### src/rtl/vision_pkg.sv
package vision_pkg;

	//////////////////////////////////////////////////
	// widths
	//////////////////////////////////////////////////
	localparam int CHAN_W   = 8;
	localparam int COORD_W  = 12;
	localparam int TMDS_W   = 10;
	localparam int DISP_W   = 5;
	localparam int BAND_NUM = 4;	// classification bands, priority 0 first

	//////////////////////////////////////////////////
	// types
	//////////////////////////////////////////////////
	typedef logic [CHAN_W-1:0]          chan_t;		// one colour channel or threshold
	typedef logic [3*CHAN_W-1:0]        rgb_t;		// {r, g, b}, blue in the low byte
	typedef logic [COORD_W-1:0]         coord_t;	// column or row
	typedef logic [TMDS_W-1:0]          tmds_t;
	typedef logic signed [DISP_W-1:0]   disp_t;		// running dc balance

	//////////////////////////////////////////////////
	// class colours
	//////////////////////////////////////////////////
	localparam rgb_t COLOR_BAND0 = 24'h7F_00_00;	// dark red, the target band
	localparam rgb_t COLOR_BAND1 = 24'h00_FF_00;	// green
	localparam rgb_t COLOR_BAND2 = 24'h00_00_FF;	// blue
	localparam rgb_t COLOR_BAND3 = 24'hFF_FF_00;	// yellow
	localparam rgb_t COLOR_NONE  = 24'h00_00_00;
	localparam rgb_t COLOR_BOX   = 24'hFF_FF_FF;	// overlay border

	//////////////////////////////////////////////////
	// tmds symbols
	//////////////////////////////////////////////////
	// control tokens, index is {c1, c0}
	localparam tmds_t TMDS_CTRL_00 = 10'b1101010100;
	localparam tmds_t TMDS_CTRL_01 = 10'b0010101011;
	localparam tmds_t TMDS_CTRL_10 = 10'b0101010100;
	localparam tmds_t TMDS_CTRL_11 = 10'b1010101011;

	// clock lane, one pixel period per word
	localparam tmds_t TMDS_CLK_PATTERN = 10'b1111100000;

endpackage

### src/rtl/pixel_if.sv
`timescale 1ns/1ps

interface pixel_if;
	import vision_pkg::*;

	logic   vsync;		// high active
	logic   hsync;
	logic   de;
	rgb_t   data;
	coord_t x;			// column within the active line
	coord_t y;			// active line within the frame
	logic   hit;		// pixel falls in band 0

	// producer side
	modport src (output vsync, hsync, de, data, x, y, hit);

	// consumer side
	modport snk (input vsync, hsync, de, data, x, y, hit);

endinterface

### src/rtl/color_classifier.sv
`timescale 1ns/1ps

module color_classifier (
	input  logic                 pixel_clk_i,
	input  logic                 arst_n_i,
	input  logic                 vsync_i,
	input  logic                 hsync_i,
	input  logic                 de_i,
	input  logic                 mode_i,		// 0 pass, 1 classify
	input  vision_pkg::rgb_t     data_i,
	input  vision_pkg::chan_t    band_min_i [vision_pkg::BAND_NUM],
	input  vision_pkg::chan_t    band_max_i [vision_pkg::BAND_NUM],
	pixel_if.src                 out_o
);
	import vision_pkg::*;

	logic [BAND_NUM-1:0] band_hit;
	rgb_t                class_color;
	coord_t              x_cnt;
	coord_t              y_cnt;
	logic                line_seen;	// current line had de
	logic                vsync_d;

	// band match on the low byte, first band wins
	always_comb begin
		for (int i = 0; i < BAND_NUM; i++) begin
			band_hit[i] = (data_i[CHAN_W-1:0] >= band_min_i[i]) &&
				(data_i[CHAN_W-1:0] <= band_max_i[i]);
		end
		if (band_hit[0])
			class_color = COLOR_BAND0;
		else if (band_hit[1])
			class_color = COLOR_BAND1;
		else if (band_hit[2])
			class_color = COLOR_BAND2;
		else if (band_hit[3])
			class_color = COLOR_BAND3;
		else
			class_color = COLOR_NONE;
	end

	//////////////////////////////////////////////////
	// raster position
	//////////////////////////////////////////////////
	always_ff @(posedge pixel_clk_i or negedge arst_n_i) begin
		if (!arst_n_i) begin
			vsync_d   <= 1'b0;
			x_cnt     <= '0;
			y_cnt     <= '0;
			line_seen <= 1'b0;
		end else begin
			vsync_d <= vsync_i;
			if (vsync_i && !vsync_d) begin	// new frame
				x_cnt     <= '0;
				y_cnt     <= '0;
				line_seen <= 1'b0;
			end else if (de_i) begin
				x_cnt     <= x_cnt + 1'b1;
				line_seen <= 1'b1;
			end else if (line_seen) begin
				// first blank cycle after an active line
				x_cnt     <= '0;
				y_cnt     <= y_cnt + 1'b1;
				line_seen <= 1'b0;
			end
		end
	end

	always_ff @(posedge pixel_clk_i or negedge arst_n_i) begin
		if (!arst_n_i) begin
			out_o.vsync <= 1'b0;
			out_o.hsync <= 1'b0;
			out_o.de    <= 1'b0;
			out_o.hit   <= 1'b0;
		end else begin
			out_o.vsync <= vsync_i;
			out_o.hsync <= hsync_i;
			out_o.de    <= de_i;
			out_o.hit   <= band_hit[0];	// target flag in both modes
		end
	end

	always_ff @(posedge pixel_clk_i) begin
		out_o.data <= mode_i ? class_color : data_i;
		out_o.x    <= x_cnt;
		out_o.y    <= y_cnt;
	end

endmodule

### src/rtl/target_bbox.sv
`timescale 1ns/1ps

module target_bbox (
	input  logic                 pixel_clk_i,
	input  logic                 arst_n_i,
	pixel_if.snk                 in_i,
	output vision_pkg::coord_t   box_left_o,
	output vision_pkg::coord_t   box_right_o,
	output vision_pkg::coord_t   box_top_o,
	output vision_pkg::coord_t   box_bottom_o,
	output logic                 box_found_o
);
	import vision_pkg::*;

	coord_t min_x;
	coord_t max_x;
	coord_t min_y;
	coord_t max_y;
	logic   seen;			// at least one hit this frame
	logic   vsync_d;
	logic   frame_start;
	logic   target_px;

	assign frame_start = in_i.vsync && !vsync_d;
	assign target_px   = in_i.de && in_i.hit;

	always_ff @(posedge pixel_clk_i or negedge arst_n_i) begin
		if (!arst_n_i)
			vsync_d <= 1'b0;
		else
			vsync_d <= in_i.vsync;
	end

	//////////////////////////////////////////////////
	// running box of the current frame
	//////////////////////////////////////////////////
	always_ff @(posedge pixel_clk_i or negedge arst_n_i) begin
		if (!arst_n_i) begin
			min_x <= '1;
			max_x <= '0;
			min_y <= '1;
			max_y <= '0;
			seen  <= 1'b0;
		end else if (frame_start) begin
			min_x <= '1;	// restart for the new frame
			max_x <= '0;
			min_y <= '1;
			max_y <= '0;
			seen  <= 1'b0;
		end else if (target_px) begin
			if (in_i.x < min_x)
				min_x <= in_i.x;
			if (in_i.x > max_x)
				max_x <= in_i.x;
			if (in_i.y < min_y)
				min_y <= in_i.y;
			if (in_i.y > max_y)
				max_y <= in_i.y;
			seen <= 1'b1;
		end
	end

	//////////////////////////////////////////////////
	// result of the finished frame
	//////////////////////////////////////////////////
	always_ff @(posedge pixel_clk_i or negedge arst_n_i) begin
		if (!arst_n_i) begin
			box_left_o   <= '0;
			box_right_o  <= '0;
			box_top_o    <= '0;
			box_bottom_o <= '0;
			box_found_o  <= 1'b0;
		end else if (frame_start) begin
			// empty frame reports a zero box
			box_left_o   <= seen ? min_x : '0;
			box_right_o  <= seen ? max_x : '0;
			box_top_o    <= seen ? min_y : '0;
			box_bottom_o <= seen ? max_y : '0;
			box_found_o  <= seen;
		end
	end

endmodule

### src/rtl/box_overlay.sv
`timescale 1ns/1ps

module box_overlay (
	input  logic                 pixel_clk_i,
	input  logic                 arst_n_i,
	pixel_if.snk                 in_i,
	input  vision_pkg::coord_t   box_left_i,
	input  vision_pkg::coord_t   box_right_i,
	input  vision_pkg::coord_t   box_top_i,
	input  vision_pkg::coord_t   box_bottom_i,
	input  logic                 box_found_i,
	pixel_if.src                 out_o
);
	import vision_pkg::*;

	logic in_cols;		// x within left..right
	logic in_rows;		// y within top..bottom
	logic on_border;
	logic draw;

	assign in_cols = (in_i.x >= box_left_i) && (in_i.x <= box_right_i);
	assign in_rows = (in_i.y >= box_top_i) && (in_i.y <= box_bottom_i);

	// vertical edges, then horizontal edges
	assign on_border = ((in_i.x == box_left_i || in_i.x == box_right_i) && in_rows) ||
		((in_i.y == box_top_i || in_i.y == box_bottom_i) && in_cols);

	assign draw = box_found_i && in_i.de && on_border;

	always_ff @(posedge pixel_clk_i or negedge arst_n_i) begin
		if (!arst_n_i) begin
			out_o.vsync <= 1'b0;
			out_o.hsync <= 1'b0;
			out_o.de    <= 1'b0;
			out_o.hit   <= 1'b0;
		end else begin
			out_o.vsync <= in_i.vsync;
			out_o.hsync <= in_i.hsync;
			out_o.de    <= in_i.de;
			out_o.hit   <= in_i.hit;
		end
	end

	always_ff @(posedge pixel_clk_i) begin
		out_o.data <= draw ? COLOR_BOX : in_i.data;
		out_o.x    <= in_i.x;
		out_o.y    <= in_i.y;
	end

endmodule

### src/rtl/tmds_encoder.sv
`timescale 1ns/1ps

module tmds_encoder (
	input  logic                 pixel_clk_i,
	input  logic                 arst_n_i,
	input  logic                 de_i,
	input  vision_pkg::chan_t    video_i,
	input  logic [1:0]           ctrl_i,		// {c1, c0}
	output vision_pkg::tmds_t    tmds_o
);
	import vision_pkg::*;

	logic [3:0] n1_d;		// ones in the input byte
	logic [3:0] n1_q;		// ones in q_m[7:0]
	logic [3:0] n0_q;
	logic       use_xnor;
	logic [8:0] q_m;
	disp_t      bal_q;		// ones minus zeros of q_m[7:0]
	disp_t      disp_q;
	disp_t      disp_next;
	tmds_t      video_sym;
	tmds_t      ctrl_sym;

	//////////////////////////////////////////////////
	// stage 1, transition minimisation
	//////////////////////////////////////////////////
	always_comb begin
		n1_d     = 4'($countones(video_i));
		use_xnor = (n1_d > 4'd4) || (n1_d == 4'd4 && !video_i[0]);
		q_m[0]   = video_i[0];
		for (int i = 1; i < CHAN_W; i++) begin
			q_m[i] = use_xnor ? ~(q_m[i-1] ^ video_i[i]) : (q_m[i-1] ^ video_i[i]);
		end
		q_m[8] = !use_xnor;
	end

	//////////////////////////////////////////////////
	// stage 2, dc balance
	//////////////////////////////////////////////////
	always_comb begin
		n1_q  = 4'($countones(q_m[7:0]));
		n0_q  = 4'd8 - n1_q;
		bal_q = disp_t'(n1_q) - disp_t'(n0_q);
		if (disp_q == 0 || bal_q == 0) begin
			video_sym = {~q_m[8], q_m[8], q_m[8] ? q_m[7:0] : ~q_m[7:0]};
			disp_next = q_m[8] ? disp_q + bal_q : disp_q - bal_q;
		end else if ((disp_q > 0 && bal_q > 0) || (disp_q < 0 && bal_q < 0)) begin
			// invert to pull the balance back
			video_sym = {1'b1, q_m[8], ~q_m[7:0]};
			disp_next = disp_q + (q_m[8] ? disp_t'(2) : disp_t'(0)) - bal_q;
		end else begin
			video_sym = {1'b0, q_m[8], q_m[7:0]};
			disp_next = disp_q - (q_m[8] ? disp_t'(0) : disp_t'(2)) + bal_q;
		end
	end

	always_comb begin
		case (ctrl_i)
			2'b00:   ctrl_sym = TMDS_CTRL_00;
			2'b01:   ctrl_sym = TMDS_CTRL_01;
			2'b10:   ctrl_sym = TMDS_CTRL_10;
			default: ctrl_sym = TMDS_CTRL_11;
		endcase
	end

	always_ff @(posedge pixel_clk_i or negedge arst_n_i) begin
		if (!arst_n_i) begin
			tmds_o <= TMDS_CTRL_00;
			disp_q <= '0;
		end else if (de_i) begin
			tmds_o <= video_sym;
			disp_q <= disp_next;
		end else begin
			tmds_o <= ctrl_sym;
			disp_q <= '0;	// balance restarts after blanking
		end
	end

endmodule

### src/rtl/rgb2dvi.sv
`timescale 1ns/1ps

module rgb2dvi (
	input  logic                 pixel_clk_i,
	input  logic                 arst_n_i,
	input  logic                 vsync_i,
	input  logic                 hsync_i,
	input  logic                 de_i,
	input  logic                 mode_i,
	input  vision_pkg::rgb_t     data_i,		// [23:16] r, [15:8] g, [7:0] b
	input  vision_pkg::chan_t    y_min_i,		// band 0, target
	input  vision_pkg::chan_t    y_max_i,
	input  vision_pkg::chan_t    cb_min_i,		// band 1
	input  vision_pkg::chan_t    cb_max_i,
	input  vision_pkg::chan_t    cr_min_i,		// band 2
	input  vision_pkg::chan_t    cr_max_i,
	input  vision_pkg::chan_t    yellow_min_i,	// band 3
	input  vision_pkg::chan_t    yellow_max_i,
	input  logic [3:0]           bitflip_i,		// [3] clock lane, [2:0] data lanes
	output vision_pkg::coord_t   target_x_o,
	output vision_pkg::coord_t   target_y_o,
	output logic                 target_found_o,
	output vision_pkg::tmds_t    txc_o,
	output vision_pkg::tmds_t    txd0_o,
	output vision_pkg::tmds_t    txd1_o,
	output vision_pkg::tmds_t    txd2_o
);
	import vision_pkg::*;

	chan_t  band_min [BAND_NUM];
	chan_t  band_max [BAND_NUM];
	coord_t box_left;
	coord_t box_right;
	coord_t box_top;
	coord_t box_bottom;
	logic   box_found;
	tmds_t  tmds_0;
	tmds_t  tmds_1;
	tmds_t  tmds_2;

	pixel_if cls_bus ();
	pixel_if ovl_bus ();

	assign band_min = '{y_min_i, cb_min_i, cr_min_i, yellow_min_i};
	assign band_max = '{y_max_i, cb_max_i, cr_max_i, yellow_max_i};

	//////////////////////////////////////////////////
	// pixel stages
	//////////////////////////////////////////////////
	color_classifier i_color_classifier (
		.pixel_clk_i (pixel_clk_i),
		.arst_n_i    (arst_n_i),
		.vsync_i     (vsync_i),
		.hsync_i     (hsync_i),
		.de_i        (de_i),
		.mode_i      (mode_i),
		.data_i      (data_i),
		.band_min_i  (band_min),
		.band_max_i  (band_max),
		.out_o       (cls_bus)
	);

	target_bbox i_target_bbox (
		.pixel_clk_i  (pixel_clk_i),
		.arst_n_i     (arst_n_i),
		.in_i         (cls_bus),
		.box_left_o   (box_left),
		.box_right_o  (box_right),
		.box_top_o    (box_top),
		.box_bottom_o (box_bottom),
		.box_found_o  (box_found)
	);

	box_overlay i_box_overlay (
		.pixel_clk_i  (pixel_clk_i),
		.arst_n_i     (arst_n_i),
		.in_i         (cls_bus),
		.box_left_i   (box_left),
		.box_right_i  (box_right),
		.box_top_i    (box_top),
		.box_bottom_i (box_bottom),
		.box_found_i  (box_found),
		.out_o        (ovl_bus)
	);

	assign target_x_o     = box_left;
	assign target_y_o     = box_top;
	assign target_found_o = box_found;

	//////////////////////////////////////////////////
	// tmds channels
	//////////////////////////////////////////////////
	// blue carries the syncs
	tmds_encoder i_enc_0 (
		.pixel_clk_i (pixel_clk_i),
		.arst_n_i    (arst_n_i),
		.de_i        (ovl_bus.de),
		.video_i     (ovl_bus.data[CHAN_W-1:0]),
		.ctrl_i      ({ovl_bus.vsync, ovl_bus.hsync}),
		.tmds_o      (tmds_0)
	);

	tmds_encoder i_enc_1 (
		.pixel_clk_i (pixel_clk_i),
		.arst_n_i    (arst_n_i),
		.de_i        (ovl_bus.de),
		.video_i     (ovl_bus.data[2*CHAN_W-1:CHAN_W]),	// green
		.ctrl_i      (2'b00),
		.tmds_o      (tmds_1)
	);

	tmds_encoder i_enc_2 (
		.pixel_clk_i (pixel_clk_i),
		.arst_n_i    (arst_n_i),
		.de_i        (ovl_bus.de),
		.video_i     (ovl_bus.data[3*CHAN_W-1:2*CHAN_W]),	// red
		.ctrl_i      (2'b00),
		.tmds_o      (tmds_2)
	);

	// lane polarity swap
	assign txc_o  = bitflip_i[3] ? ~TMDS_CLK_PATTERN : TMDS_CLK_PATTERN;
	assign txd0_o = bitflip_i[0] ? ~tmds_0 : tmds_0;
	assign txd1_o = bitflip_i[1] ? ~tmds_1 : tmds_1;
	assign txd2_o = bitflip_i[2] ? ~tmds_2 : tmds_2;

endmodule

### config.mk
export PLATFORM = sky130hd
export DESIGN_NAME = rgb2dvi
export DESIGN_NICKNAME = d
export VERILOG_FILES = /design/src/rtl/vision_pkg.sv /design/src/rtl/pixel_if.sv /design/src/rtl/color_classifier.sv /design/src/rtl/target_bbox.sv /design/src/rtl/box_overlay.sv /design/src/rtl/tmds_encoder.sv /design/src/rtl/rgb2dvi.sv
export SDC_FILE = /design/constraint.sdc
export NUM_CORES = 1
export LEC_CHECK = 0
export ABC_AREA = 1
export BUFFER_PORTS_ARGS = -buffer_cell sky130_fd_sc_hd__buf_2
export CAP_MARGIN = 30
export CORE_ASPECT_RATIO = 1.1
export CORE_MARGIN = 2
export CORE_UTILIZATION = 50
export CTS_CLUSTER_DIAMETER = 60
export DETAILED_ROUTE_END_ITERATION = 12
export GPL_ROUTABILITY_DRIVEN = 0
export PLACE_DENSITY = 0.69
export SKIP_CTS_REPAIR_TIMING = 1
export SYNTH_ARGS = -nofsm -noshare
export SYNTH_HDL_FRONTEND = slang
export SYNTH_SLANG_ARGS = --single-unit
### constraint.sdc
create_clock -name pixel_clk_i -period 14.4 [get_ports pixel_clk_i]
set_input_delay 3.6 -clock pixel_clk_i [delete_from_list [all_inputs] [get_ports pixel_clk_i]]
set_output_delay 3.6 -clock pixel_clk_i [all_outputs]
set_load 0.03 [all_outputs]
# After elaboration in Yosys (flattened, before gate mapping)
# Cells that the tools add are included.
# Widths: inputs -> output; s select.
# word_totals
reg_bits,247
out_inout_bits,65
word_cells,335
# op_classes
add_sub_neg,68
order_cmp,31
eq_ne,10
mux,87
bitwise,48
reduce_logical,61
# op_table
op,n
$mux 12,22
$logic_not 32->1,6
$mux 10,13
$mux 24,5
$add 4x4->4,18
$mux 5,12
$add 1x1->2,24
$eq 12x12->1,4
$ge 8x8->1,4
$le 8x8->1,4
$add 5x5->5,6
$gt 5x1->1 const B,6
$lt 5x1->1 const B,6
$not 10->10,3
$pmux 10 s3,1
$sub 5x5->5,6
$mux 1,25
$add 12x1->12 const B,2
$ge 12x12->1,2
$gt 12x12->1,2
$le 12x12->1,2
$lt 12x12->1,2
$mux 8,3
$not 8->8,3
19 further kinds,124

# Longest topological paths before layout
# Gate-level depths: netlist (run 1).
# depth
ltp_word,36
ltp_mapped,42
ltp_nobuf,42

# Modules after synthesis
# Synthesis (run 1) repeated with hierarchy kept, for this count alone.
# unflattened
hier_cells,2492
hier_area_um2,19527.5
# modules_own_cells
module,n_inst,cells_each,area_per_inst_um2
target_bbox,1,643,5368.9
tmds_encoder (i_enc_1 ...),2,280,2212.1
color_classifier,1,542,4275.4
box_overlay,1,334,2748.9
tmds_encoder (i_enc_0),1,276,2132.0
rgb2dvi,1,137,578.1

# Worst setup path before layout (run 1)
# No wires, ideal clock.
# synth_timing
kind,input to output
startpoint,input port bitflip_i[0]
endpoint,output port txd0_o[0]
arrival_time_ps,4557
slack_ps,6243
stages,2
cell_sequence,clkbuf_1 xor2_1
# synth_via
elab_chain_len,1
# synth_rtl
item,line_no,text
from (decl),rgb2dvi.sv:19,"input logic [3:0] bitflip_i,"
$mux 10,rgb2dvi.sv:123,assign txd0_o = bitflip_i[0] ? ~tmds_0 : tmds_0;
to (decl),rgb2dvi.sv:24,"output vision_pkg::tmds_t txd0_o,"
# Every way passes these cells.

# Worst setup path in the final report (run 1)
# layout_timing
startpoint,register i_box_overlay.out_o.data[7]
endpoint,register i_enc_0.tmds_o[5]
# layout_via
elab_chain_len,36
# layout_rtl
item,line_no,text
from (decl),pixel_if.sv:15,"modport src (output vsync, hsync, de, data, x, y, hit);"
branches (longest 34 deep; another with $add 4x4->4),n/a,
$mux 10 (*),tmds_encoder.sv:44,if (disp_q == 0 || bal_q == 0) begin
$mux 10 (*),tmds_encoder.sv:70,end else if (de_i) begin
to (signal assigned),tmds_encoder.sv:71,tmds_o <= video_sym;
to (signal assigned),tmds_encoder.sv:74,tmds_o <= ctrl_sym;
to (decl),tmds_encoder.sv:9,output vision_pkg::tmds_t tmds_o
# Every way passes the cells marked *.
# A chain may end at the register's enable or synchronous reset.

==> results of run 1 <==
[cell families (layout without fill, tap and decap cells)]
family / Yosys count / count (layout) / synth area share
xor gates and xnor gates: 83 / 83 / 0.04776
adders and majority gates: 282 / 282 / 0.2307
buffers and inverters: 429 / 602 / 0.1003
muxes: 3 / 3 / 0.001831
and+or+nand+nor: 507 / 507 / 0.1274
AOI/OAI and AO/OA: 392 / 392 / 0.1341
DFF: 247 / 247 / 0.3579
[worst max-delay path: cells and delay by family (launching register included)]
family	cells	cell delay (ns)
AO/OA/AOI/OAI	5	1.04
XOR/XNOR	1	0.15
adder cells (fa/ha/maj)	11	3.74
buffers and inverters	11	0.94
flip-flops	1	0.37
AND/OR/NAND/NOR	12	2.07
[sequential cells by signal (all words and copies together), names as in the netlist, 12 cells and up]
signal,count
i_target_bbox.min_x,12
i_color_classifier.out_o.y,12
i_color_classifier.x_cnt,12
i_target_bbox.max_y,12
i_target_bbox.box_top_o,12
i_target_bbox.box_bottom_o,12
i_target_bbox.box_left_o,12
i_color_classifier.out_o.x,12
i_target_bbox.min_y,12
i_color_classifier.out_o.data,24
i_color_classifier.y_cnt,12
i_box_overlay.out_o.data,24
i_target_bbox.max_x,12
i_target_bbox.box_right_o,12
[cells in the mapped netlist, types with 3 or more instances]
cell	n	area, um2
xor2_2	4	65.06
dfrtp_1	136	3403
clkbuf_1	35	131.4
o41ai_1	4	35.03
a21oi_1	109	545.5
dfstp_2	39	1025
xnor2_1	15	131.4
xor2_1	62	543.0
clkinv_1	3	11.26
a221oi_1	4	35.03
nand4_1	18	112.6
nor3_1	11	55.05
o32ai_1	3	26.28
or2_2	6	37.54
ha_1	248	3103
nand3_1	79	395.4
dfxtp_1	72	1441
o2111ai_1	5	43.79
nand2_1	299	1122
fa_1	34	680.7
o22ai_1	47	294.0
o21a_1	6	45.04
a211oi_1	12	90.09
nor2_1	89	334.1
o21ai_1	4	20.02
mux2i_1	3	30.03
inv_1	379	1423
o21ai_0	171	855.8
o211ai_1	16	120.1
buf_4	9	67.56
[cell type report]
type                       instances  area share
inverter                         383     0.07725
tap                              426     0.02864
timing repair buffer             168     0.04740
multi-input combinational       1267      0.4778
sequential                       247      0.3154
clock inverter                    13    0.009884
clock buffer                      38     0.04357
[per-stage QoR]
step	instances	setup slack (ns)	util	cell area [um2]
after detailed placement	2491	6.027	0.5455	17610
after global placement	2490	6.350	0.5447	17590
after floorplan	1943	6.243	-	16400
after CTS	2542	5.998	0.5763	18610
after global routing	2542	5.153	0.5763	18610
final	2542	5.983	0.5763	18610
[layer usage]
layer | vias up | global-route usage | share of wire
met5 | - | 0 | 0
met4 | 0 | 0.08050 | 0.034
met3 | 80 | 0.02412 | 0.036
met2 | 235 | 0.3847 | 0.50
met1 | 6192 | 0.2634 | 0.43
li1 | 6644 | - | -
[worst max path at each step]
stage / startpoint / endpoint / cells past startpoint / slack, ns
final: i_box_overlay.out_o.data[7]$_SDFF_PP1_ / i_enc_0.tmds_o[5]$_DFF_PN0_ / 40 / 5.98
after global routing: i_box_overlay.out_o.data[5]$_SDFF_PP1_ / i_enc_0.tmds_o[2]$_DFF_PN1_ / 38 / 5.15
after CTS: i_box_overlay.out_o.data[7]$_SDFF_PP1_ / i_enc_0.tmds_o[5]$_DFF_PN0_ / 40 / 6.00
after detailed placement: i_box_overlay.out_o.data[7]$_SDFF_PP1_ / i_enc_0.tmds_o[5]$_DFF_PN0_ / 40 / 6.03
after global placement: i_box_overlay.out_o.data[7]$_SDFF_PP1_ / i_enc_0.tmds_o[5]$_DFF_PN0_ / 39 / 6.35
after floorplan: bitflip_i[0] / txd0_o[0] / 2 / 6.24
==> summary.txt, run 1 <==
Hold path
  – Hold path start: i_color_classifier.out_o.hsync$_DFF_PN0_
  – Hold Crit Endpoint: i_box_overlay.out_o.hsync$_DFF_PN0_
  – Path category of the worst min-delay check: reg2reg
  – Hold depth: 0

Floorplanning
  – Die span in x: 176.7 um
  – Die ar.: 0.03427 mm2
  – Core box area: 0.03229 mm2
  – I/O pins: 163
  – Initial Utilization: 0.5079
  – Number of cell rows: 69
  – Die height: 193.9 um

Drt
  – Initial DRT Pass Iterations: 5
  – Final wirelength: 36.05 mm
  – Starting DRT DRC Count: 737
  – Vias per cell: 5.173
  – ANT nets after route: 0
  – Average routed wire per standard cell: 14.18 um
  – Remaining routing DRC violations: 0
  – Vias: 13.15k

Final layout
  – Most frequent cells in the layout: 379 x inv_1, 299 x nand2_1, 248 x ha_1
  – Most common cell after layout, fill and taps aside: inv_1
  – Synthesis-to-finish area growth: 13.47%
  – Final layout net count: 2475
  – Antenna cells: 0
  – Multi-input logic area: 0.008892 mm2
  – Reg area: 0.005869 mm2
  – Share of cells above drive strength 1: 0.1285
  – # fillers: 2922

STA
  – Setup TNS: 0 ns
  – Tmin final: 8.417 ns
  – Slew Limit Headroom: 0.3069
  – Fin. max-slew vios: 0
  – RSZ-0062 raised after global routing: false
  – Clk_skew: 0.02640 ns
  – Tcrit/Tclk final: 0.5845
  – Fmax achieved: 0.1188 GHz
  – Hold_ws: 0.3534 ns
  – Final Hold Violating Endpoints: 0
  – Slew @ Worst Pin: 1.037 ns
  – Final setup violation count: 0

Worst setup path
  – Critical path class: reg2reg
  – R2r worst-path depth: 40
  – Worst R2R Start: i_box_overlay.out_o.data[7]$_SDFF_PP1_
  – Critical Path RT: 14.85 ns
  – Worst path arrival time: 8.87 ns
  – Cell mode on critical path: inv_1
  – Slowest stage delay, CP: 0.56 ns
  – CP endpoint kind: flop
  – Reg2reg end: i_enc_0.tmds_o[5]$_DFF_PN0_
  – Reg-to-reg slack, setup: 5.98 ns
  – Crit start category: flop
  – Crit-path max FO: 18
  – Worst path slowest cell: fa_1

Clock tree
  – CTS clk-pin slew, worst paths: 0.06 ns
  – Clk sinks: 247
  – CTS H-tree lvls: 1
  – Clock Tree Buf Depth: 3
  – Root Buffer: clkbuf_16
  – Worst skew pair latency: 0.56 ns
  – CTS tree: done
  – CTS Buf Count: 28

GRT
  – Total gr overflow: 0
  – Vias in the first global route: 13.12k
  – First-pass GRT wire length: 61.20 mm
  – Initial antenna violation count: 0
  – GRT Overall Usage: 0.2147
  – Largest net degree at the start of global routing: 91

Synth
  – Syn Nets: 2323
  – Post-Syn Instances: 1943
  – Synth Register Bits: 247
  – Post-synth EDFFs: 0
  – Netlist cell types: 45
  – Warnings, synthesis: 0
  – Seq/Total Area, Yosys: 0.3579
  – Syn avg cell area: 8.440 um2
  – Top_reg_cell synth: dfrtp_1
  – Mapped cell area: 0.01640 mm2
  – Asr flop ratio synth: 0.7085

Flow run
  – Max-Cap Viols: 0

Run status
  – Outcome: finished clean

Placement
  – DP HPWL: 27.32 mm
  – PortBufs: 162
Power of run 1 is not shown: default switching activity piles up to over one toggle a cycle in this logic, so the estimate is an artifact.
==> run 2, diff against run 1 <==
--- a/config.mk
+++ b/config.mk
@@ -14,7 +14,7 @@
 export CTS_CLUSTER_DIAMETER = 60
 export DETAILED_ROUTE_END_ITERATION = 12
 export GPL_ROUTABILITY_DRIVEN = 0
-export PLACE_DENSITY = 0.69
+export PLACE_DENSITY = 0.72
 export SKIP_CTS_REPAIR_TIMING = 1
 export SYNTH_ARGS = -nofsm -noshare
 export SYNTH_HDL_FRONTEND = slang
==> constraint.sdc (replaced) <==
create_clock -name pixel_clk_i -period 6.8 [get_ports pixel_clk_i]
set_input_delay 1.7 -clock pixel_clk_i [delete_from_list [all_inputs] [get_ports pixel_clk_i]]
set_output_delay 1.7 -clock pixel_clk_i [all_outputs]
set_load 0.03 [all_outputs]
==> run 2 against run 1 <==
Net effect:
- the flow now finishes with violations (setup timing)
- fmax increased by 24%
- count of clock-buffer cells in the layout increased by 2
- sequential share of layout area decreased by 2.0 points
- routed wire length increased by 7.5%
- non-clock buffer count increased by 77
- cell count increased by 3.3%
- sequential cell count unchanged
- critical path type unchanged
- register-to-register slack got worse by 6.0 ns
- global-route usage increased by 0.55 points
- die area unchanged
==> summary.txt, run 2 (synthesis gave the netlist of run 1 again) <==
Floorplanning
  – Initial Utilization: 0.5079 (unchanged)
  – Core box area: 0.03229 mm2 (unchanged)
  – Die ar.: 0.03427 mm2 (unchanged)
  – Die height: 193.9 um (unchanged)
  – Die span in x: 176.7 um (unchanged)
  – Number of cell rows: 69 (unchanged)
  – I/O pins: 163 (unchanged)

Hold path
  – Hold path start: i_color_classifier.out_o.hsync$_DFF_PN0_
  – Path category of the worst min-delay check: reg2reg

Drt
  – Starting DRT DRC Count: 581 (-21%)
  – Vias: 13.65k (+3.8%)
  – Vias per cell: 5.202 (+0.54%)
  – Remaining routing DRC violations: 0 (unchanged)
  – ANT nets after route: 0 (unchanged)
  – Final wirelength: 38.75 mm (+7.5%)
  – Average routed wire per standard cell: 14.76 um (+4.1%)
  – Initial DRT Pass Iterations: 5 (unchanged)

Worst setup path
  – Worst R2R Start: i_box_overlay.out_o.data[3]$_SDFF_PP1_
  – Slowest stage delay, CP: 0.52 ns (-0.04 ns)
  – Crit-path max FO: 5 (-13)
  – CP endpoint kind: flop
  – Critical Path RT: 7.27 ns (-7.58 ns)
  – Worst path slowest cell: fa_1
  – Critical path class: reg2reg
  – Worst path arrival time: 7.29 ns (-1.58 ns)
  – Cell mode on critical path: fa_1
  – Worst setup startpoint: i_box_overlay.out_o.data[3]$_SDFF_PP1_
  – Crit start category: flop

GRT
  – Initial antenna violation count: 3 (+3)
  – Largest net degree at the start of global routing: 71 (-22%)
  – Total gr overflow: 0 (unchanged)
  – GRT Overall Usage: 0.2202 (+0.005472)
  – First-pass GRT wire length: 62.72 mm (+2.5%)
  – Vias in the first global route: 13.59k (+3.6%)

Placement
  – DP HPWL: 28.38 mm (+3.9%)
  – Placed cell areas: 0.01807 mm2 (+2.6%)
  – Placed Cells: 2541 (+2.0%)
  – PortBufs: 162 (unchanged)

STA
  – RSZ-0062 raised after global routing: true
  – Clk_skew: 0.02279 ns (-0.003601 ns)
  – Final Hold Violating Endpoints: 0 (unchanged)
  – Slew Limit Headroom: 0.3695 (+0.06260)
  – Final setup violation count: 1 (+1)
  – Tmin final: 6.815 ns (-1.603 ns)
  – Fmax achieved: 0.1467 GHz (+24%)
  – Tcrit/Tclk final: 1.002 (+0.4176)
  – Post-route setup slack: -0.01455 ns (-5.997 ns)
  – Slew @ Worst Pin: 0.9431 ns (-0.09403 ns)
  – Fin. max-slew vios: 0 (unchanged)

Clock tree
  – Worst skew pair latency: 0.55 ns (about the same)
  – CTS clk-pin slew, worst paths: 0.06 ns (about the same)
  – Root Buffer: clkbuf_16
  – CTS Buf Count: 29 (+3.6%)
  – CTS tree: done
  – Clock Tree Buf Depth: 3 (unchanged)
  – Clk sinks: 247 (unchanged)
  – CTS H-tree lvls: 1 (unchanged)

Flow run
  – Max-Cap Viols: 0 (unchanged)

Final layout
  – Final layout net count: 2553 (+3.2%)
  – Fin cells: 2625 (+3.3%)
  – Share of cells above drive strength 1: 0.2268 (+0.09823)
  – Final core utilization: 0.6172 (+0.04084)
  – Synthesis-to-finish area growth: 21.52%
  – Most frequent cells in the layout: 353 x inv_1, 277 x nand2_1, 218 x ha_1
  – Top Registers: i_box_overlay.out_o.data (24), i_color_classifier.out_o.data (24)
  – Final Instance Area: 0.01993 mm2 (+7.1%)
  – Most common cell after layout, fill and taps aside: inv_1

Run status
  – Failing checks: setup timing
  – Outcome: finished with violations
-- run 2: per-stage QoR --
stage | setup WS [ns] | TNS, ns | hold slack (ns)
floorplan | -0.006136 | -0.006136 | 0.3312
global placement | -0.05224 | -0.09785 | 0.3447
CTS | -0.2886 | -4.583 | 0.3628
finish | -0.01455 | -0.01455 | 0.3567
detailed placement | -0.2703 | -4.151 | 0.3466
global route | -0.3695 | -5.130 | 0.3749
-- run 2: path summary, 6_finish.rpt --
| check | slack [ns] | to | cells past startpoint |
|---|---|---|---|
| max in group asynchronous | 4.44 | i_color_classifier.x_cnt[7]$_DFFE_PN0P_ | 2 |
| worst max-delay path | -0.01 | i_enc_0.tmds_o[2]$_DFF_PN1_ | 37 |
| min in group asynchronous | 1.15 | i_enc_2.tmds_o[5]$_DFF_PN0_ | 1 |
| worst min register to register | 0.36 | i_box_overlay.out_o.hsync$_DFF_PN0_ | 0 |
| worst max register to register | -0.01 | i_enc_0.tmds_o[2]$_DFF_PN1_ | 37 |
| worst min-delay path | 0.36 | i_box_overlay.out_o.hsync$_DFF_PN0_ | 0 |
-- run 2: final cells by class --
type,count,area (um2)
inverter,383,1454
sequential,247,5884
clock inverter,14,135.1
fill,2692,12360
clock buffer,40,797.0
timing repair buffer,245,1499
tap,426,533.0
antenna,3,7.507
multi-input combinational,1267,9618
-- run 2: critical path, delay by kind of cell (launching register included) --
kind,cells,cell delay (ns)
AO/OA/AOI/OAI,6,0.72
XOR/XNOR,1,0.13
adder cells (fa/ha/maj),11,3.90
buffers and inverters,10,0.71
flip-flops,1,0.33
AND/OR/NAND/NOR,9,0.95
-- run 2: metal layers --
| metal | part of all wire | track usage | vias up |
|---|---|---|---|
| li1 | - | - | 6816 |
| met1 | 0.42 | 0.2676 | 6466 |
| met2 | 0.51 | 0.3921 | 277 |
| met3 | 0.039 | 0.02882 | 95 |
| met4 | 0.038 | 0.08754 | 0 |
| met5 | 0 | 0 | - |
Power of run 2 is left out for the same reason.
